## config.mk

```make
export PLATFORM = sky130hd
export DESIGN_NAME = alu
export DESIGN_NICKNAME = d
export VERILOG_FILES = /design/src/design/datapathPkg.sv /design/src/design/alu.sv
export SDC_FILE = /design/constraint.sdc
export NUM_CORES = 2
export LEC_CHECK = 0
export BUFFER_PORTS_ARGS = -buffer_cell sky130_fd_sc_hd__buf_2
export CAP_MARGIN = 20
export CORE_UTILIZATION = 40
export DETAILED_ROUTE_END_ITERATION = 10
export GPL_ROUTABILITY_DRIVEN = 1
export PLACE_DENSITY = 0.64
export RECOVER_POWER = 50
export SKIP_LAST_GASP = 1
export SYNTH_ARGS = -nofsm -noshare
export SYNTH_HDL_FRONTEND = slang
export SYNTH_SLANG_ARGS = --single-unit
```

## constraint.sdc

```tcl
create_clock -name vclk -period 16
set_clock_uncertainty 0.15 [all_clocks]
set_input_delay 1.6 -clock vclk [all_inputs]
set_output_delay 1.6 -clock vclk [all_outputs]
set_load 0.1 [all_outputs]
```

## src/design/datapathPkg.sv

```systemverilog
package datapathPkg;

    localparam int wordWidth = 32;
    localparam int numRegs = 16;
    localparam int constWidth = 19;   // IR immediate field, bits 18:0

    typedef logic [wordWidth-1:0] word_t;
    typedef logic [2*wordWidth-1:0] dword_t;     // full ALU result, held in Z
    typedef logic [numRegs-1:0] regSel_t;        // one bit per general register
    typedef logic [4:0] aluOp_t;

    // ALU opcodes
    localparam aluOp_t opAdd = 5'd0;
    localparam aluOp_t opSub = 5'd1;
    localparam aluOp_t opOr = 5'd2;
    localparam aluOp_t opAnd = 5'd3;

    // shifts and rotates, amount from low five bits of the bus
    localparam aluOp_t opShr = 5'd4;
    localparam aluOp_t opShra = 5'd5;
    localparam aluOp_t opShl = 5'd6;
    localparam aluOp_t opRor = 5'd7;
    localparam aluOp_t opRol = 5'd8;

    localparam aluOp_t opMul = 5'd9;    // signed, 64-bit result
    localparam aluOp_t opNeg = 5'd10;
    localparam aluOp_t opNot = 5'd11;

endpackage

```

## src/design/alu.sv

```systemverilog
`timescale 1ns/1ps

module alu (
    input  datapathPkg::word_t  yValue,
    input  datapathPkg::word_t  busValue,
    input  datapathPkg::aluOp_t opcode,
    output datapathPkg::dword_t result
);

    localparam int w = datapathPkg::wordWidth;

    datapathPkg::word_t a;
    datapathPkg::word_t b;
    logic [4:0] shamt;
    logic signed [2*w-1:0] product;
    datapathPkg::dword_t rorWide;
    datapathPkg::dword_t rolWide;
    datapathPkg::word_t low;

    assign a = yValue;       // operand A from Y
    assign b = busValue;     // operand B straight off the bus
    assign shamt = b[4:0];

    // both operands sign-extend to 64 bits before the multiply
    assign product = $signed(a) * $signed(b);

    // rotate by shifting a doubled copy of A
    assign rorWide = {a, a} >> shamt;
    assign rolWide = {a, a} << shamt;

    always_comb begin
        low = '0;
        case (opcode)
            datapathPkg::opAdd: begin
                low = a + b;
            end
            datapathPkg::opSub: begin
                low = a - b;
            end
            datapathPkg::opOr: begin
                low = a | b;
            end
            datapathPkg::opAnd: begin
                low = a & b;
            end
            datapathPkg::opShr: begin
                low = a >> shamt;
            end
            datapathPkg::opShra: begin
                low = $signed(a) >>> shamt;   // sign bit fills from the top
            end
            datapathPkg::opShl: begin
                low = a << shamt;
            end
            datapathPkg::opRor: begin
                low = rorWide[w-1:0];
            end
            datapathPkg::opRol: begin
                low = rolWide[2*w-1:w];
            end
            datapathPkg::opMul: begin
                low = product[w-1:0];
            end
            datapathPkg::opNeg: begin
                low = -b;   // two's complement of B only
            end
            datapathPkg::opNot: begin
                low = ~b;
            end
            default: begin
                low = '0;   // unused codes give zero
            end
        endcase
    end

    // only the multiply uses the upper half
    assign result = (opcode == datapathPkg::opMul) ? product : {{w{1'b0}}, low};

endmodule

```

==> reports/qor.yml <==
status: "complete, but fails checks"
violations: "capacitance limit, slew limit"
synth_nets: 6708
end_kind: "output port"
max-slew-margin-rel_pct: -90.8
dieArea_um2: 112000
hp-class: "in -> out"
syn-instance-count: 5274
hp-start: "opcode[3]"
n_clock_buffer: 0
finalSetupTns_ns: 0
grt_max_degree: 67
place_hpwl_um: 139000
synth_top_family_by_area: "adder cells"
die_y_um: 335
placementRows: 121
viasPerCell: 5.90
cts_setup_buffers: 0
muxShareOfSynthArea_pct: 3.87
finalCritPeriodShare_pct: 87.7
ys_warn_count: 0
fill_cells: 11000
initial_core_util_pct: 40.5
syn2layout_area_growth_pct: 4.96
worstMarginPinSlew_ns: 2.86
ant_nets: 0
min_to: "result[62]"
post-route-min-period_ns: 14.03
synth_compound_area_share_pct: 10.9
synth_fa_ha_area_share_pct: 56.8
synth.area.top_cells: "fa_1 49%, inv_1 8.5%, ha_1 7.9%, nor2_1 6.8%, nand2_1 5.0%"
grtUsageTotal_pct: 32.1
max_cap_violations: 2
cp.required_ns: 14.25
fin_nets: 6638
io_buffer_count: 133
antenna_found_initial: 15
grt_pass1_vias: 40400
synth.top_cell.area_share_pct: 48.9
ios: 133
setup_viol: 0
cp-start-kind: "input port"
crit_path_frequent_cell: "fa_1"
slowest_delay_ns: 2.05
design.seq.count: 0
multi_input_area_um2: 39300
syn_area_um2: 44400
drive_gt1_share_pct: 5.86
drt_iter0_markers: 4834
synth_cell_type_count: 79
hold_path_depth: 5
yosys.area_share.xor_xnor_pct: 2.23
hold_viol_final: 0
fmax_ghz: 0.0713
holdBufCountCts: 0
drc: 0
crit_fanout: 40
gp_congestion: 1.07
cp.arrival_ns: 12.28
die_w_um: 335
core-area_um2: 109000
firstDrtPassIters: 8
syn_area_per_cell_um2: 8.42
rsz0062_at_grt: "false"
ctsResizeCount: 0
seqCellArea_um2: 0
synthSimpleGateAreaFrac_pct: 14.7
yosysSeqAreaShare_pct: 0
synth_top_area_cell: "fa_1"
grt_pass1_wl_um: 267000
drt-total-wl_um: 177000
grt_overflow_total: 0
critPathKind: "in -> out"
vias: 39500
slew_violations: 82
crit_slowest_cell: "clkbuf_1"
avgRoutedWirePerCell_um: 26.5
==> area by class of cell <==
type | count | area share [%]
diodes | 5 | 0.0269
inverters | 1034 | 8.33
multi-input cells | 3924 | 84.4
well taps | 1476 | 3.96
repair buffers | 244 | 3.27
==> worst max-delay path, delay by kind of cell <==
kind / cells / cell delay [ns]
adders and majority gates: 9 / 4.10
buffers and inverters: 6 / 3.05
AOI/OAI and AO/OA: 9 / 2.79
and+or+nand+nor: 1 / 0.68
==> cells in the mapped netlist (27+ instances only) <==
master,instances
o22ai_1,30
xor2_1,48
nand3_1,31
buf_1,93
nand2_1,596
nor2_1,800
xnor2_1,65
inv_1,1006
nand2b_1,30
o221ai_1,41
mux2i_1,40
a211oi_1,38
clkbuf_1,214
nor3_1,29
mux4_2,53
a21o_1,66
and3_1,27
fa_1,1084
a31oi_1,31
o21ai_0,144
ha_1,281
a21oi_1,189
==> placed cells by master (no fill, tap or decap), types with 31 or more instances in the layout <==
cell type,count
fa_1,1084
inv_1,1005
nor2_1,800
nand2_1,596
ha_1,281
a21oi_1,189
o21ai_0,144
buf_4,109
buf_2,103
a21o_1,66
xnor2_1,65
mux4_2,53
xor2_1,48
o221ai_1,41
mux2i_1,40
a211oi_1,38
a31oi_1,31
==> how the worst max path moves through the flow <==
| stage | cells past startpoint | slack (ns) | end | from |
|---|---|---|---|---|
| after floorplan | 30 | 2.04 | result[53] | busValue[3] |
| after global routing | 25 | 1.64 | result[62] | busValue[0] |
| after global placement | 29 | 2.37 | result[62] | yValue[13] |
| after detailed placement | 29 | 2.34 | result[62] | yValue[13] |
| final | 25 | 1.97 | result[62] | busValue[0] |
| after CTS | 29 | 2.32 | result[62] | yValue[13] |
==> through the flow <==
stage | instances | hold slack, ns | worst slack, ns | cell area, um^2 | utilization (%)
floorplan | 5274 | 3.91 | 2.04 | 44400 | -
global placement | 6674 | 4.10 | 2.37 | 46500 | 42.5
detailed placement | 6676 | 4.09 | 2.34 | 46600 | 42.6
CTS | 6676 | 4.10 | 2.32 | 46600 | 42.6
global route | 6681 | 4.18 | 1.64 | 46600 | 42.6
finish | 6683 | 4.18 | 1.97 | 46600 | 42.6
==> per-layer routing <==
layer	track usage [%]	wire (um)
met2	47.9	75300
met3	8.59	22500
met4	18.2	13600
met5	0	57
met1	42.0	65700
==> cell families after synthesis <==
group	Yosys count
and+or+nand+nor	1606
AOI/OAI and AO/OA	736
xor gates and xnor gates	113
muxes	104
buffers and inverters	1350
adders and majority gates	1365
