**src/design/datapathPkg.sv**
```systemverilog
package datapathPkg;

    localparam int wordWidth = 32;
    localparam int numRegs = 16;
    localparam int constWidth = 19;   // IR immediate field, bits 18:0

    typedef logic [wordWidth-1:0] word_t;
    typedef logic [2*wordWidth-1:0] dword_t;     // full ALU result, held in Z
    typedef logic [numRegs-1:0] regSel_t;        // one bit per general register
    typedef logic [4:0] aluOp_t;

    // ALU opcodes
    localparam aluOp_t opAdd = 5'd0;
    localparam aluOp_t opSub = 5'd1;
    localparam aluOp_t opOr = 5'd2;
    localparam aluOp_t opAnd = 5'd3;

    // shifts and rotates, amount from low five bits of the bus
    localparam aluOp_t opShr = 5'd4;
    localparam aluOp_t opShra = 5'd5;
    localparam aluOp_t opShl = 5'd6;
    localparam aluOp_t opRor = 5'd7;
    localparam aluOp_t opRol = 5'd8;

    localparam aluOp_t opMul = 5'd9;    // signed, 64-bit result
    localparam aluOp_t opNeg = 5'd10;
    localparam aluOp_t opNot = 5'd11;

endpackage

```
**src/design/registerFile.sv**
```systemverilog
`timescale 1ns/1ps

module registerFile (
    input  logic                 Clock,
    input  logic                 reset,
    input  datapathPkg::regSel_t regIn,
    input  datapathPkg::regSel_t regOut,
    input  datapathPkg::word_t   busValue,
    output datapathPkg::word_t   readValue,
    output logic                 readValid
);

    datapathPkg::word_t regs [datapathPkg::numRegs];

    genvar i;
    generate
        for (i = 0; i < datapathPkg::numRegs; i++) begin : genReg
            always_ff @(posedge Clock) begin
                if (reset) begin
                    regs[i] <= '0;
                end else if (regIn[i]) begin
                    regs[i] <= busValue;   // capture the bus
                end
            end
        end
    endgenerate

    // lowest set out bit wins, so walk down and let the last hit stand
    always_comb begin
        readValue = '0;
        readValid = 1'b0;
        for (int k = datapathPkg::numRegs - 1; k >= 0; k--) begin
            if (regOut[k]) begin
                readValue = regs[k];
                readValid = 1'b1;
            end
        end
    end

endmodule

```
**config.mk**
```make
export PLATFORM = sky130hd
export DESIGN_NAME = registerFile
export DESIGN_NICKNAME = d
export VERILOG_FILES = /design/src/design/datapathPkg.sv /design/src/design/registerFile.sv
export SDC_FILE = /design/constraint.sdc
export NUM_CORES = 1
export LEC_CHECK = 0
export BUFFER_PORTS_ARGS = -buffer_cell sky130_fd_sc_hd__buf_2
export CAP_MARGIN = 20
export CORE_AREA = 10 10 167 286
export CTS_BUF_LIST = sky130_fd_sc_hd__clkbuf_4 sky130_fd_sc_hd__clkbuf_8 sky130_fd_sc_hd__clkbuf_16
export DETAILED_ROUTE_END_ITERATION = 12
export DIE_AREA = 0 0 177 296
export PLACE_DENSITY = 0.72
export SLEW_MARGIN = 10
export SYNTH_ARGS = -nofsm -noshare
export SYNTH_HDL_FRONTEND = slang
export SYNTH_SLANG_ARGS = --single-unit
export TNS_END_PERCENT = 5
```
**constraint.sdc**
```tcl
create_clock -name Clock -period 2.2 [get_ports Clock]
set_clock_uncertainty 0.15 [all_clocks]
set_input_delay 0.11 -clock Clock [delete_from_list [all_inputs] [get_ports Clock]]
set_output_delay 0.11 -clock Clock [all_outputs]
set_load 0.05 [all_outputs]
```
==> results.py <==
metrics = {
    "routing": {
        "wl_met3_mm": 4.85,
        "detail_route.vias_per_cell": 6.17,
        "totalWireLength_mm": 64.0,
        "routedWlPerCell_um": 26.1,
        "dr.pass1.iters": 7,
        "vias": 15100,
        "route.met2.wl_mm": 33.3,
        "met1_length_mm": 23.4,
        "top_layer": "met5",
        "drc_errors": 0,
        "ant_nets": 0,
        "drt_iter0_markers": 1537,
    },
    "setup_path": {
        "crit_required_ns": 1.94,
        "crit_path_max_incr_delay_ns": 0.35,
        "path_delay_family": "compound AO/OA/AOI/OAI gates",
        "worstPathArrival_ns": 2.15,
        "crit_type": "register to output port",
        "endpoint_kind": "output port",
        "crit_fanout": 1,
        "path_cells": "a21oi_2 > a2111oi_2 > o211ai_1 > a31oi_1 > o31a_1 > buf_6",
        "worstSetupStartpoint": "regs[1][222]",
        "startpoint_type": "register",
        "cpMaxStageDelayCell": "edfxtp_1",
        "path_buf_inv": 1,
    },
    "timing": {
        "worst_pin_slew_ns": 0.787,
        "grt_setup_unrepaired": "yes",
        "setup_viol": 17,
        "max_slew_margin": 0.474,
        "hold_violations": 0,
        "finalMaxSlewViolations": 0,
        "final.hold.worst_slack_ns": 0.0124,
        "finalWorstSetupSlack_ns": -0.206,
        "period_needed_ns": 2.41,
        "period_share": 1.09,
        "fmax_mhz": 416,
    },
    "power": {
        "power_density_nw_per_um2": 811,
        "power_leakage_nw": 10.3,
        "p_total_mw": 22.5,
        "ir_worst_vdd_mv": 0.570,
    },
    "logic_synthesis": {
        "synth_area_um2": 23300,
        "async_reset_ff_frac": 0,
        "synthFlopType": "edfxtp_1",
        "syn_avg_cell_area_um2": 13.6,
        "synth.distinct_cells": 50,
        "yosys_warnings": 0,
        "synth-seq-cells": 512,
        "syn_nets": 1781,
        "ys_seq_area_frac": 0.659,
        "synth_edf_count": 512,
        "synthCells": 1715,
    },
    "global_routing": {
        "grt_pass1_wl_mm": 96.9,
        "gr-usage-all-layers": 0.245,
        "grt_pass1_vias": 15800,
        "grt_antenna_before_repair": 2,
        "grt_max_degree": 49,
        "overflow": 0,
    },
    "floorplanning": {
        "rows": 101,
        "io_pins": 99,
        "fp.dieW_um": 177,
        "fp.dieArea_um2": 52400,
        "core-area_um2": 43100,
        "floorplan.initialDensity": 0.542,
        "fp.dieH_um": 296,
    },
    "outcome": {
        "violations": "setup timing",
        "status": "complete, but fails checks",
    },
    "worst_hold_path": {
        "hold_path_class": "input pin to register",
        "worstHoldStart": "regIn[3]",
    },
    "clock_network": {
        "cts_buffers": 44,
        "htreeDepth": 2,
        "cts.path.max_buffers": 3,
        "clk_pin_slew_worst_paths_ns": 0.07,
        "cts_sinks": 512,
        "cts_tree": "yes",
        "clock_tree.root_cell": "clkbuf_16",
    },
    "layout": {
        "largest_reg_flops": 512,
        "top_regs": "regs (512)",
        "final_cell_mix": "and2_1 (512), edfxtp_1 (512), buf_4 (82)",
        "syn_to_final_growth_pct": 18.6,
        "post-route-util": 0.643,
        "instances_no_fill": 2455,
        "drive_gt1_frac": 0.232,
        "top_register": "regs",
        "nNetsFinal": 1919,
    },
    "place": {
        "dp_hpwl_mm": 42.7,
        "port_buffers": 98,
        "post-place-cells": 2331,
        "gp_congestion": 0.873,
    },
    "job": {
        "maxCapViolCount": 0,
    },
}
[final cells by class]
type,count,area [um2]
fillers,3007,15400
flip-flops and latches,512,15400
multi-input cells,1033,7570
repair buffers,254,2550
clock buffers,55,1200
well taps,566,708
clock inverters,25,251
inverters,8,30.0
diodes,2,5.00
[through the flow]
stage	worst slack (ns)	TNS (ns)	area, um2
2_1_floorplan	0.137	0	23300
3_3_place_gp	-0.00491	-0.00491	25300
3_5_place_dp	0.0210	0	25400
4_1_cts	-0.187	-1.62	27600
5_1_grt	-0.294	-3.05	27700
6_report	-0.206	-1.52	27700
[tightest hold or removal path, stage by stage]
cell and delay [ns]:
buf_2 0.09, or2_2 0.13, buf_12 0.22
[worst paths after layout]
path / cells past startpoint / slack [ns] / to
worst max-delay path: 6 / -0.21 / readValue[30]
worst min-delay path: 3 / 0.01 / regs[0][124]
[cells in the mapped netlist (3+ instances only)]
cell type	n	area, um2
nor2b_1	19	119
buf_1	3	11.3
buf_2	24	120
a221oi_1	68	596
o21ai_0	65	325
o221ai_1	48	420
o211ai_1	10	75.1
a211oi_2	26	325
a22o_1	7	61.3
o21a_1	16	120
a22oi_1	21	158
a221oi_2	26	390
or2_2	16	100
nand2_1	37	139
nor2_1	3	11.3
a41oi_1	7	61.3
a21oi_1	41	205
clkbuf_1	104	390
a211oi_1	4	30.0
buf_4	12	90.1
nand2b_1	4	25.0
nand3_1	10	50.1
buf_6	15	169
nor2_4	3	33.8
inv_1	4	15.0
o22ai_1	31	194
o2111ai_1	7	61.3
o21ai_1	14	70.1
edfxtp_1	512	15400
nor2b_4	4	55.1
and2_1	512	3200
o211a_1	16	160
[layer usage]
metal / up-vias / GRT usage
met3: 167 / 0.0350
met5: - / 0
met4: 2 / 0.103
met2: 756 / 0.425
met1: 7510 / 0.299
li1: 6706 / -
[repair_timing]
action / in CTS / in global routing
endpoints found under the setup margin: 31 / 31
setup buffers: 0 / 0
endpoints found under the hold margin: 600 / 0
gates resized for setup: 63 / 16
hold buffers: 41 / 0
pin swaps: 38 / 21
cloned: 0 / 0
[logic make-up (layout without fill, tap and decap cells)]
| logic type | Yosys count | after routing | synth area share |
|---|---|---|---|
| other | 0 | 2 | 0 |
| flip-flops | 512 | 512 | 0.659 |
| AO/OA/AOI/OAI | 413 | 413 | 0.142 |
| AND/OR/NAND/NOR | 620 | 620 | 0.163 |
| buffers and inverters | 170 | 342 | 0.0364 |
[where the power goes]
group | switching (mW) | leakage [nW] | internal (mW) | total [mW]
combinational | 1.68 | 4.12 | 1.04 | 2.71
sequential | 0.283 | 5.50 | 11.6 | 11.9
clock | 3.41 | 0.721 | 4.47 | 7.89
(Power assumes the default switching activity.)
