File: config.mk
export PLATFORM = sky130hd
export DESIGN_NAME = specialRegisters
export DESIGN_NICKNAME = d
export VERILOG_FILES = /design/src/design/datapathPkg.sv /design/src/design/specialRegisters.sv
export SDC_FILE = /design/constraint.sdc
export NUM_CORES = 1
export LEC_CHECK = 0
export ABC_AREA = 1
export BUFFER_PORTS_ARGS = -buffer_cell sky130_fd_sc_hd__buf_4
export CAP_MARGIN = 20
export CELL_PAD_IN_SITES_DETAIL_PLACEMENT = 1
export CELL_PAD_IN_SITES_GLOBAL_PLACEMENT = 2
export CORE_MARGIN = 4
export CORE_UTILIZATION = 28
export CTS_CLUSTER_DIAMETER = 150
export DETAILED_ROUTE_END_ITERATION = 8
export GPL_TIMING_DRIVEN = 1
export PLACE_DENSITY = 0.86
export SLEW_MARGIN = 5
export SYNTH_ARGS = -nofsm -noshare
export SYNTH_HDL_FRONTEND = slang
export SYNTH_SLANG_ARGS = --single-unit
export TNS_END_PERCENT = 1
File: constraint.sdc
create_clock -name Clock -period 2.4 [get_ports Clock]
set_clock_uncertainty 0.15 [all_clocks]
set_input_delay 0.48 -clock Clock [delete_from_list [all_inputs] [get_ports Clock]]
set_output_delay 0.48 -clock Clock [all_outputs]
set_load 0.02 [all_outputs]
File: src/design/datapathPkg.sv
package datapathPkg;

    localparam int wordWidth = 32;
    localparam int numRegs = 16;
    localparam int constWidth = 19;   // IR immediate field, bits 18:0

    typedef logic [wordWidth-1:0] word_t;
    typedef logic [2*wordWidth-1:0] dword_t;     // full ALU result, held in Z
    typedef logic [numRegs-1:0] regSel_t;        // one bit per general register
    typedef logic [4:0] aluOp_t;

    // ALU opcodes
    localparam aluOp_t opAdd = 5'd0;
    localparam aluOp_t opSub = 5'd1;
    localparam aluOp_t opOr = 5'd2;
    localparam aluOp_t opAnd = 5'd3;

    // shifts and rotates, amount from low five bits of the bus
    localparam aluOp_t opShr = 5'd4;
    localparam aluOp_t opShra = 5'd5;
    localparam aluOp_t opShl = 5'd6;
    localparam aluOp_t opRor = 5'd7;
    localparam aluOp_t opRol = 5'd8;

    localparam aluOp_t opMul = 5'd9;    // signed, 64-bit result
    localparam aluOp_t opNeg = 5'd10;
    localparam aluOp_t opNot = 5'd11;

endpackage

File: src/design/specialRegisters.sv
`timescale 1ns/1ps

module specialRegisters (
    input  logic                Clock,
    input  logic                reset,
    input  datapathPkg::word_t  busValue,
    input  datapathPkg::dword_t aluResult,
    input  logic                pcIn,
    input  logic                incPc,
    input  logic                irIn,
    input  logic                marIn,
    input  logic                mdrIn,
    input  logic                read,
    input  datapathPkg::word_t  memData,
    input  logic                yIn,
    input  logic                zIn,
    input  logic                hiIn,
    input  logic                loIn,
    output datapathPkg::word_t  pcValue,
    output datapathPkg::word_t  irValue,
    output datapathPkg::word_t  marValue,
    output datapathPkg::word_t  mdrValue,
    output datapathPkg::word_t  yValue,
    output datapathPkg::word_t  hiValue,
    output datapathPkg::word_t  loValue,
    output datapathPkg::dword_t zValue
);

    datapathPkg::word_t mdrNext;

    // memory data when reading, otherwise the bus
    assign mdrNext = read ? memData : busValue;

    always_ff @(posedge Clock) begin
        if (reset) begin
            pcValue <= '0;
            irValue <= '0;
            marValue <= '0;
            mdrValue <= '0;
            yValue <= '0;
            zValue <= '0;
            hiValue <= '0;
            loValue <= '0;
        end else begin
            // a bus load beats the increment
            if (pcIn) begin
                pcValue <= busValue;
            end else if (incPc) begin
                pcValue <= pcValue + 32'd1;
            end

            if (irIn) irValue <= busValue;
            if (marIn) marValue <= busValue;   // drives the memory address
            if (mdrIn) mdrValue <= mdrNext;
            if (yIn) yValue <= busValue;
            if (zIn) zValue <= aluResult;      // full 64-bit result
            if (hiIn) hiValue <= busValue;
            if (loIn) loValue <= busValue;
        end
    end

endmodule

==> results.txt <==
n_diodes = 0
logic gate share of total power = 16.2%
f_max = 532.4 MHz
Post-Syn Area = 11200 um2
first-pass iteration count of the detailed router = 5
Worst Path Buf+Inv = 1
Synth Area in XOR/XNOR = 0.7818%
slew margin rel. = 32.23%
peak supply drop = 419.0 uV
PD cells = 789.6 nW/um2
Final min period = 1.878 ns
Adder-Cell Fraction of Synth Area = 0.1117%
via count = 11.74k
residual DRC count = 0
wire length per cell = 19.42 um
power share of the clock group = 42.1%
core area = 39640 um2
largest family of logic cells by synthesized area = simple AND/OR/NAND/NOR gates
Worst Tran Pin Value = 1.015 ns
Root Buffer = clkbuf_16
Longest Clk Path Bufs = 3
Starting DRT DRC Count = 502
share of layout cells above drive strength 1 = 27.53%
# setup viols final = 0
Area Growth Syn to Fin = 44.80%
Main synth FF type = dfxtp_1
die area = 43280 um2
GP Congestion = 0.8052
Pleak = 0.007605 uW
CTS tree = yes
synthesized flop and latch total = 288
endpoint type of the worst setup path = primary output
Final Net Count = 2061
dpl hpwl = 35070 um
worst-path cell chain = buf_4
Post-Route WL = 47870 um
Top delay family on crit path = flip-flops
EDFF count, synth = 0
period utilisation layout = 78.27%
Crit path largest cell delay = 0.51 ns
Netlist cell types = 26
maxcap violations = 0
Clock transition at path regs = 0.06 ns
multiplexer share of the synthesized area = 0%
port bufs = 427
P_int = 9217 uW
Vias per Instance = 4.762
Mapped Cells = 1516
largest net degree at the start of global routing = 65
CP max FO = 6
first-pass GRT wire length = 73640 um
Hold Path Class = in -> reg
vias in the first global route = 12.38k
sw frac = 28.04%
CP Data Required Time = 1.77 ns
Initial Utilization = 28.26%
antenna viol nets, final = 0
TritonCTS Buffers = 35
Design Power = 12810 uW
Synth async-reset ratio = 0%
die height = 208.0 um
startpoint class of the critical path = register
Synth Warn # = 0
GRT Overall Usage = 21.20%
Sequential Power Share = 41.7%
Net Count, Synth = 1657
Rows = 73
grt ovf = 0
Die X = 208.0 um
sw power = 3592 uW
clk sink count = 288
worst skew pair latency = 0.53 ns
RSZ-0062 raised after global routing = no
Setup TNS = 0 ns
CP max-delay cell = dfxtp_1
I/O pin total = 428
WS Path Type = reg -> out
sequential area share after synthesis = 51.46%
htree depth = 2
Synth Area in Simple Gates = 26.49%
max-slew violations = 0
WP data arrival = 1.25 ns
synthesized area per cell = 7.390 um2
fillcell total = 4898
antenna violations before repair = 0
final hold violation count = 0
status = finished clean
post-synthesis compound-gate area fraction = 15.41%
[area by class of cell]
cell class                 instances  area, um2  share of cell area, %
sequential                       288       5766                  35.54
multi-input combinational       1063       4795                  29.56
timing repair buffer             462       3566                  21.98
clock buffer                      49       1060                  6.533
tap                              525      656.9                  4.049
inverter                          70      267.8                  1.651
clock inverter                     8      111.4                 0.6865
[layer usage]
layer / global-route usage [%] / share of wire, %
met4: 5.617 / 2.2
met2: 36.74 / 48
met3: 7.057 / 7.8
met1: 25.30 / 42
met5: 0 / 0
[per-stage QoR]
stage	worst slack [ns]	instances	hold WS, ns	util [%]	area [um2]
after detailed placement	0.4829	2399	0.3221	37.74	14960
after global routing	0.4783	2465	0.02030	40.92	16220
final	0.5216	2465	0.02643	40.92	16220
after CTS	0.4916	2465	0.00004202	40.92	16220
after floorplan	0.7242	1516	0.4401	-	11200
after global placement	0.4800	2399	0.3120	37.74	14960
[cell usage in the layout, fill, tap and decap left out, types with 3 or more instances in the layout]
cell | synthesis | routed
nand2_1 | 165 | 165
nor2_2 | 3 | 3
nor2_1 | 482 | 482
inv_1 | 67 | 67
clkbuf_8 | 0 | 11
o211ai_1 | 34 | 34
dfxtp_1 | 288 | 288
clkbuf_16 | 0 | 36
o21ai_0 | 228 | 228
xor2_1 | 8 | 8
nor2_4 | 10 | 10
a31oi_1 | 3 | 3
nand2_2 | 4 | 4
buf_12 | 0 | 6
or2_2 | 3 | 3
a22oi_1 | 23 | 23
buf_4 | 1 | 447
dlygate4sd3_1 | 0 | 9
a21oi_1 | 26 | 26
nand3_1 | 67 | 67
[power by group through the flow]
stage	Sequential, uW	Combinational, uW	Clock (uW)
floorplan	5790	597	0
global placement	5420	2060	0
detailed placement	5440	2090	0
CTS	5340	2110	5550
global route	5380	2260	5730
finish	5340	2080	5390
[cells in the mapped netlist, types with 4 or more instances]
cell      number  share of area, %
nand2_2        4              0.22
buf_1          6              0.20
clkbuf_1      72               2.4
nor2_4        10               1.0
clkbuf_2       4              0.18
dfxtp_1      288                51
o21ai_0      228                10
nand2_1      165               5.5
nand3_1       67               3.0
a22oi_1       23               1.5
xor2_1         8              0.63
a21oi_1       26               1.2
inv_1         67               2.2
buf_2         12              0.54
o211ai_1      34               2.3
nor2_1       482                16
[path summary, 6_finish.rpt]
path                      start     endpoint  slack, ns  cells past startpoint
setup / recovery    pcValue[29]  pcValue[29]       0.52                      1
hold / removal    aluResult[39]   zValue[39]       0.03                      3
setup reg to reg     pcValue[0]  pcValue[22]       0.62                      9
hold reg to reg     mdrValue[1]  mdrValue[1]       0.34                      2
[what timing repair did]
item,4_1_cts,5_1_grt
hold buffers,9,0
endpoints found under the hold margin,9,0
resized for setup,0,0
buffers inserted,0,0
[flip-flops by register name, indices dropped and copies added (netlist names)]
signal and flops:
zValue 64, marValue 32, irValue 32, mdrValue 32
pcValue 32, yValue 32, hiValue 32, loValue 32
[cell families after synthesis]
group           count (synthesis)
xor+xnor                       10
fa+ha+maj                       1
compound gates                315
flops                         288
buf+inv                       165
simple gates                  737
Power figures use the tool's default switching activity.
