--- src/design/datapathPkg.sv ---
package datapathPkg;

    localparam int wordWidth = 32;
    localparam int numRegs = 16;
    localparam int constWidth = 19;   // IR immediate field, bits 18:0

    typedef logic [wordWidth-1:0] word_t;
    typedef logic [2*wordWidth-1:0] dword_t;     // full ALU result, held in Z
    typedef logic [numRegs-1:0] regSel_t;        // one bit per general register
    typedef logic [4:0] aluOp_t;

    // ALU opcodes
    localparam aluOp_t opAdd = 5'd0;
    localparam aluOp_t opSub = 5'd1;
    localparam aluOp_t opOr = 5'd2;
    localparam aluOp_t opAnd = 5'd3;

    // shifts and rotates, amount from low five bits of the bus
    localparam aluOp_t opShr = 5'd4;
    localparam aluOp_t opShra = 5'd5;
    localparam aluOp_t opShl = 5'd6;
    localparam aluOp_t opRor = 5'd7;
    localparam aluOp_t opRol = 5'd8;

    localparam aluOp_t opMul = 5'd9;    // signed, 64-bit result
    localparam aluOp_t opNeg = 5'd10;
    localparam aluOp_t opNot = 5'd11;

endpackage

--- src/design/busSourceMux.sv ---
`timescale 1ns/1ps

module busSourceMux (
    input  datapathPkg::word_t  regValue,
    input  logic                regValid,
    input  logic                hiOut,
    input  logic                loOut,
    input  logic                zHighOut,
    input  logic                zLowOut,
    input  logic                pcOut,
    input  logic                mdrOut,
    input  logic                inPortOut,
    input  logic                cOut,
    input  datapathPkg::word_t  hiValue,
    input  datapathPkg::word_t  loValue,
    input  datapathPkg::dword_t zValue,
    input  datapathPkg::word_t  pcValue,
    input  datapathPkg::word_t  mdrValue,
    input  datapathPkg::word_t  inPortValue,
    input  datapathPkg::word_t  irValue,
    output datapathPkg::word_t  busValue
);

    localparam int extBits = datapathPkg::wordWidth - datapathPkg::constWidth;

    datapathPkg::word_t cValue;

    // immediate field of the IR, sign-extended to a full word
    assign cValue = {{extBits{irValue[datapathPkg::constWidth-1]}},
                     irValue[datapathPkg::constWidth-1:0]};

    // general registers first, then special registers, then port and constant
    always_comb begin
        if (regValid) begin
            busValue = regValue;
        end else if (hiOut) begin
            busValue = hiValue;
        end else if (loOut) begin
            busValue = loValue;
        end else if (zHighOut) begin
            busValue = zValue[2*datapathPkg::wordWidth-1:datapathPkg::wordWidth];
        end else if (zLowOut) begin
            busValue = zValue[datapathPkg::wordWidth-1:0];
        end else if (pcOut) begin
            busValue = pcValue;
        end else if (mdrOut) begin
            busValue = mdrValue;
        end else if (inPortOut) begin
            busValue = inPortValue;
        end else if (cOut) begin
            busValue = cValue;
        end else begin
            busValue = '0;   // idle bus
        end
    end

endmodule

--- config.mk ---
export PLATFORM = sky130hd
export DESIGN_NAME = busSourceMux
export DESIGN_NICKNAME = d
export VERILOG_FILES = /design/src/design/datapathPkg.sv /design/src/design/busSourceMux.sv
export SDC_FILE = /design/constraint.sdc
export NUM_CORES = 1
export LEC_CHECK = 0
export BUFFER_PORTS_ARGS = -buffer_cell sky130_fd_sc_hd__buf_2
export CORE_AREA = 2 2 127 129
export DETAILED_ROUTE_END_ITERATION = 10
export DIE_AREA = 0 0 129 131
export SYNTH_ARGS = -nofsm -noshare
export SYNTH_HDL_FRONTEND = slang
export SYNTH_SLANG_ARGS = --single-unit
--- constraint.sdc ---
create_clock -name vclk -period 3.7
set_clock_uncertainty 0.1 [all_clocks]
set_input_delay 0.555 -clock vclk [all_inputs]
set_output_delay 0.555 -clock vclk [all_outputs]
set_load 0.1 [all_outputs]
==> results by group, run 1 <==
Timing
  • Hold WS: 1.51 ns
  • Final Max Slew Viols: 0
  • Fmax: 324 MHz
  • Time the worst path needs with I/O delays and setup: 3.09 ns
  • Period utilization: 0.835
  • Setup TNS: 0 ns
  • Final Hold Violating Endpoints: 0
  • Least-Margin Pin Slew: 0.670 ns
  • Final WS setup: 0.610 ns
  • RSZ-0062 raised after global routing: false
  • Relative slew slack: 0.551
  • Final setup viols: 0

Worst setup path
  • Crit end category: output port
  • WS Path Type: in -> out
  • Slowest CP cell: nor2b_2
  • Worst path most repeated cell: buf_2
  • Max stage delay on crit path: 0.59 ns
  • Worst path required time: 3.04 ns
  • Arrival time worst endpoint: 2.44 ns
  • Startpoint Class: input pin
  • Crit-path cells: buf_2 > nor2b_2 > a221oi_1 > o21ai_1 > a21o_1 > buf_2
  • Crit Path Max Fanout: 18

Routing
  • DR WL met3: 1380 um
  • DRT iter0 DRCs: 316
  • Max layer used: met5
  • Vias post-DR: 4,488
  • Drt pass-1 iters: 7
  • Wire length on met2: 8350 um
  • Remaining antenna violation count: 0
  • # DRC: 0
  • WL final: 17,200 um
  • Post-DR vias/cell: 5.35
  • Routed length per instance: 20.5 um
  • Met1 wire length: 7140 um

Global route
  • Largest net degree at the start of global routing: 35
  • Number of global-route vias before repair: 3,940
  • Total congestion overflow: 0
  • First-pass GRT wire length: 23,000 um
  • Initial antenna violation count: 1
  • All-Layer GR Usage: 0.178

Synth
  • Synth Instances: 337
  • Yosys cell types: 29
  • Syn avg cell area: 6.95 sq um
  • Yosys warning total: 0
  • Register area share after synthesis: 0
  • Syn nets: 634
  • Synth Cell Area: 2340 sq um

Floorplan
  • Ports: 329
  • Die Ht: 131 um
  • Initial core utilization: 0.150
  • Site row count: 46
  • Die W: 129 um
  • Core Area: 15,600 sq um
  • Full die area: 16,900 sq um

Final layout
  • Core Util, Final: 0.284
  • Finished Cell Area: 4430 sq um
  • Layout cells sized above 1: 0.586
  • Seq Cell Count: 0
  • Clkbuf count: 0
  • Fill cell count: 1,721
  • Area Growth Syn to Fin: 89.2%
  • Inserted Diodes: 0
  • Post-route insts no fill: 839
  • NumNets Final: 922
  • Register area: 0 sq um

Place
  • Dpl cell area: 4430 sq um
  • Dpl hpwl: 13,700 um
  • GPL Wtd Cong: 0.869
  • Placed cells: 839
  • Port Buffer Count: 316
  • Dpl ws: 0.612 ns

Power
  • Net Sw Frac: 0.631
  • Pwr/cell area: 192 nW/um^2
  • Int Pwr: 0.313 mW
  • P_leak: 2.05 nW
  • Worst IR Drop VDD: 0.106 mV
  • Pwr Total: 0.850 mW
  • Reg power frac: 0
  • Combinational share of power: 1.000
  • Switch Pwr: 0.536 mW
  • Proportion of power drawn by the clock network: 0

Job
  • Max Cap Viol: 0

Clocking
  • Post-CTS Hold Buffers: 0
  • # resized after CTS: 0
  • Post-CTS Setup Repair Bufs: 0

Run status
  • Status: complete, no violations

Hold path
  • Worst hold path class: in -> out
  • Hold Path Stages: 4
[path summary, 6_finish.rpt]
| path | start | end |
|---|---|---|
| worst max-delay path | zLowOut | busValue[19] |
| worst min-delay path | regValue[15] | busValue[15] |
[routing by layer]
layer / vias up / track usage
met5: - / 0
met2: 286 / 0.308
li1: 2054 / -
met3: 32 / 0.0195
met1: 2114 / 0.244
met4: 2 / 0.0249
[cell usage in the layout, fill, tap and decap left out]
| cell type | instances |
|---|---|
| o31a_1 | 18 |
| nor2_1 | 2 |
| a211oi_1 | 2 |
| o22ai_1 | 36 |
| nor3_1 | 1 |
| nand3b_1 | 1 |
| a21oi_1 | 3 |
| nor2_2 | 1 |
| nand2_1 | 15 |
| a21o_1 | 12 |
| nor2b_2 | 2 |
| buf_2 | 297 |
| buf_12 | 20 |
| clkinv_1 | 1 |
| o221ai_1 | 20 |
| a31oi_1 | 1 |
| nor2b_1 | 19 |
| a211oi_2 | 11 |
| a221oi_1 | 67 |
| and3b_1 | 1 |
| o221a_2 | 12 |
| a211o_1 | 1 |
| or3_1 | 1 |
| inv_1 | 3 |
| nand2b_1 | 1 |
| o21ai_0 | 29 |
| a22oi_1 | 13 |
| o21ai_1 | 11 |
| buf_4 | 22 |
[power groups by stage]
| stage | logic [mW] | registers, mW | clock network, mW |
|---|---|---|---|
| 6_report | 0.850 | 0 | 0 |
| 5_1_grt | 0.893 | 0 | 0 |
| 4_1_cts | 0.848 | 0 | 0 |
| 3_5_place_dp | 0.846 | 0 | 0 |
| 3_3_place_gp | 0.843 | 0 | 0 |
| 2_1_floorplan | 0.489 | 0 | 0 |
[worst max-delay path: cells and delay by family]
kind | cells | cell delay, ns
simple gates | 1 | 0.59
compound gates | 3 | 0.62
buf+inv | 2 | 0.65
[cells in the mapped netlist (3+ instances only)]
cell type / n / area share
clkbuf_1: 32 / 0.051
a221oi_1: 67 / 0.25
o21ai_1: 10 / 0.021
inv_1: 3 / 0.0048
a211oi_2: 11 / 0.059
o221ai_1: 20 / 0.075
a21oi_1: 3 / 0.0064
o31a_1: 18 / 0.067
o22ai_1: 36 / 0.096
buf_2: 14 / 0.030
o21ai_0: 30 / 0.064
a21o_1: 12 / 0.038
nand2_1: 15 / 0.024
a22oi_1: 13 / 0.042
nor2_1: 3 / 0.0048
buf_4: 3 / 0.0096
o221a_2: 12 / 0.058
nor2b_1: 21 / 0.056
[area by class of cell]
type               count  area (sq um)  area share
well taps            216           270      0.0610
multi-input cells    280          2090       0.472
repair buffers       339          2050       0.463
inverters              4          15.0     0.00339
[cells by family after synthesis]
kind of cell	synth area share
AND/OR/NAND/NOR	0.0994
buffers and inverters	0.110
AO/OA/AOI/OAI	0.790
Power figures use the tool's default switching activity.
==> run 2: changes to the inputs <==
Settings changed: CORE_AREA 2 2 127 129 to 2 2 129 131, DIE_AREA 0 0 129 131 to 0 0 131 133.
Clock period 3.7 ns to 3.25 ns, I/O delays scaled along.
==> run 2 against run 1 <==
Combinational power is 19% higher; critical path type unchanged; core utilization is 0.31 points higher; via count is 0.29% lower; critical endpoint is now busValue[29]; cell count is 1.3% higher.
==> results by group, run 2 (synthesis results as in run 1) <==
Global route
  • Total congestion overflow: 0
  • Number of global-route vias before repair: 4,333
  • First-pass GRT wire length: 24,300 um
  • Largest net degree at the start of global routing: 49
  • All-Layer GR Usage: 0.181
  • Initial antenna violation count: 4

Timing
  • Setup TNS: 0 ns
  • Relative slew slack: 0.593
  • Final Max Slew Viols: 0
  • Least-Margin Pin Slew: 0.610 ns
  • Fmax: 335 MHz
  • Period utilization: 0.917
  • RSZ-0062 raised after global routing: false
  • Final setup viols: 0
  • Final Hold Violating Endpoints: 0
  • Time the worst path needs with I/O delays and setup: 2.98 ns

Clocking
  • Post-CTS Setup Repair Bufs: 0
  • # resized after CTS: 0
  • Post-CTS Hold Buffers: 0

Worst setup path
  • Crit Path Max Fanout: 14
  • Worst Path Buf+Inv: 3
  • Crit end category: output port
  • Slowest CP cell: o221ai_1
  • Crit path max-delay family: buffers and inverters
  • Startpoint Class: input pin
  • Worst path most repeated cell: buf_2
  • Max stage delay on crit path: 0.56 ns
  • Crit-path cells: buf_2 > inv_1 > o221ai_1 > nor3_1 > or3_1 > buf_2
  • Worst path required time: 2.66 ns
  • WS Path Type: in -> out
  • Arrival time worst endpoint: 2.39 ns

Place
  • Dpl cell area: 4640 sq um
  • Dpl hpwl: 14,000 um
  • GPL Wtd Cong: 0.872
  • Port Buffer Count: 316

Routing
  • DRT iter0 DRCs: 336
  • Remaining antenna violation count: 0
  • Vias post-DR: 4,475
  • Routed length per instance: 20.3 um
  • Drt pass-1 iters: 5
  • WL final: 17,200 um
  • Post-DR vias/cell: 5.26
  • # DRC: 0

Job
  • Max Cap Viol: 0

Floorplan
  • Ports: 329
  • Initial core utilization: 0.145
  • Die Ht: 133 um
  • Die W: 131 um
  • Full die area: 17,400 sq um
  • Site row count: 47
  • Core Area: 16,200 sq um

Final layout
  • Commonest cells after routing, fill and taps aside: buf_2 (294), a221oi_1 (67), o21ai_0 (29)
  • NumNets Final: 928
  • Register area: 0 sq um
  • Layout cells sized above 1: 0.620
  • Finished Cell Area: 4640 sq um
  • Area Growth Syn to Fin: 98.2%
  • Seq Cell Count: 0
  • Clkbuf count: 0
  • Commonest non-fill, non-tap cell in the layout: buf_2

Power
  • P_leak: 2.14 nW
  • Worst IR Drop VDD: 0.105 mV
  • Pwr/cell area: 218 nW/um^2

Run status
  • Status: complete, no violations

Hold path
  • Worst hold path class: in -> out
==> run 2: changes by cell type in the layout (fill, tap and decap cells not counted) <==
cell / change
nor2b_2: +1
o22ai_1: -18
buf_4: +6
nor2b_1: -1
o22ai_2: +18
diode_2: +1
buf_12: +3
buf_2: -3
==> run 2: worst paths after layout <==
kind	from	to	slack, ns	cells after the start
worst max-delay path	zHighOut	busValue[29]	0.27	6
worst min-delay path	regValue[20]	busValue[20]	1.37	5
==> run 2: cell type report <==
type                       count  area, sq um
fill                        1760        11500
multi-input combinational    280         2210
antenna                        1         2.50
tap                          220          275
inverter                       4         15.0
timing repair buffer         345         2140
==> run 2: where the power goes <==
group,internal (mW),switching (mW),total [mW],leakage (nW)
clock network,0.0000000412,0,0.0000000412,0.00000634
registers,0,0,0,0
logic,0.386,0.624,1.01,2.14
total,0.386,0.624,1.01,2.14
==> run 2: metrics by stage <==
stage	utilization	instances	power [mW]	hold WS [ns]	setup WS, ns
floorplan	-	337	0.578	1.37	0.144
global placement	0.287	849	1.01	1.37	0.339
detailed placement	0.287	849	1.01	1.36	0.325
CTS	0.287	849	1.01	1.37	0.318
global route	0.287	850	1.06	1.39	0.215
finish	0.287	850	1.01	1.37	0.269
==> run 2: layer usage <==
| metal | share of wire | up-vias | track usage |
|---|---|---|---|
| met5 | 0.00099 | - | 0 |
| met1 | 0.41 | 2069 | 0.238 |
| met4 | 0.025 | 4 | 0.0414 |
| li1 | - | 2062 | - |
| met3 | 0.092 | 37 | 0.0328 |
| met2 | 0.48 | 303 | 0.305 |
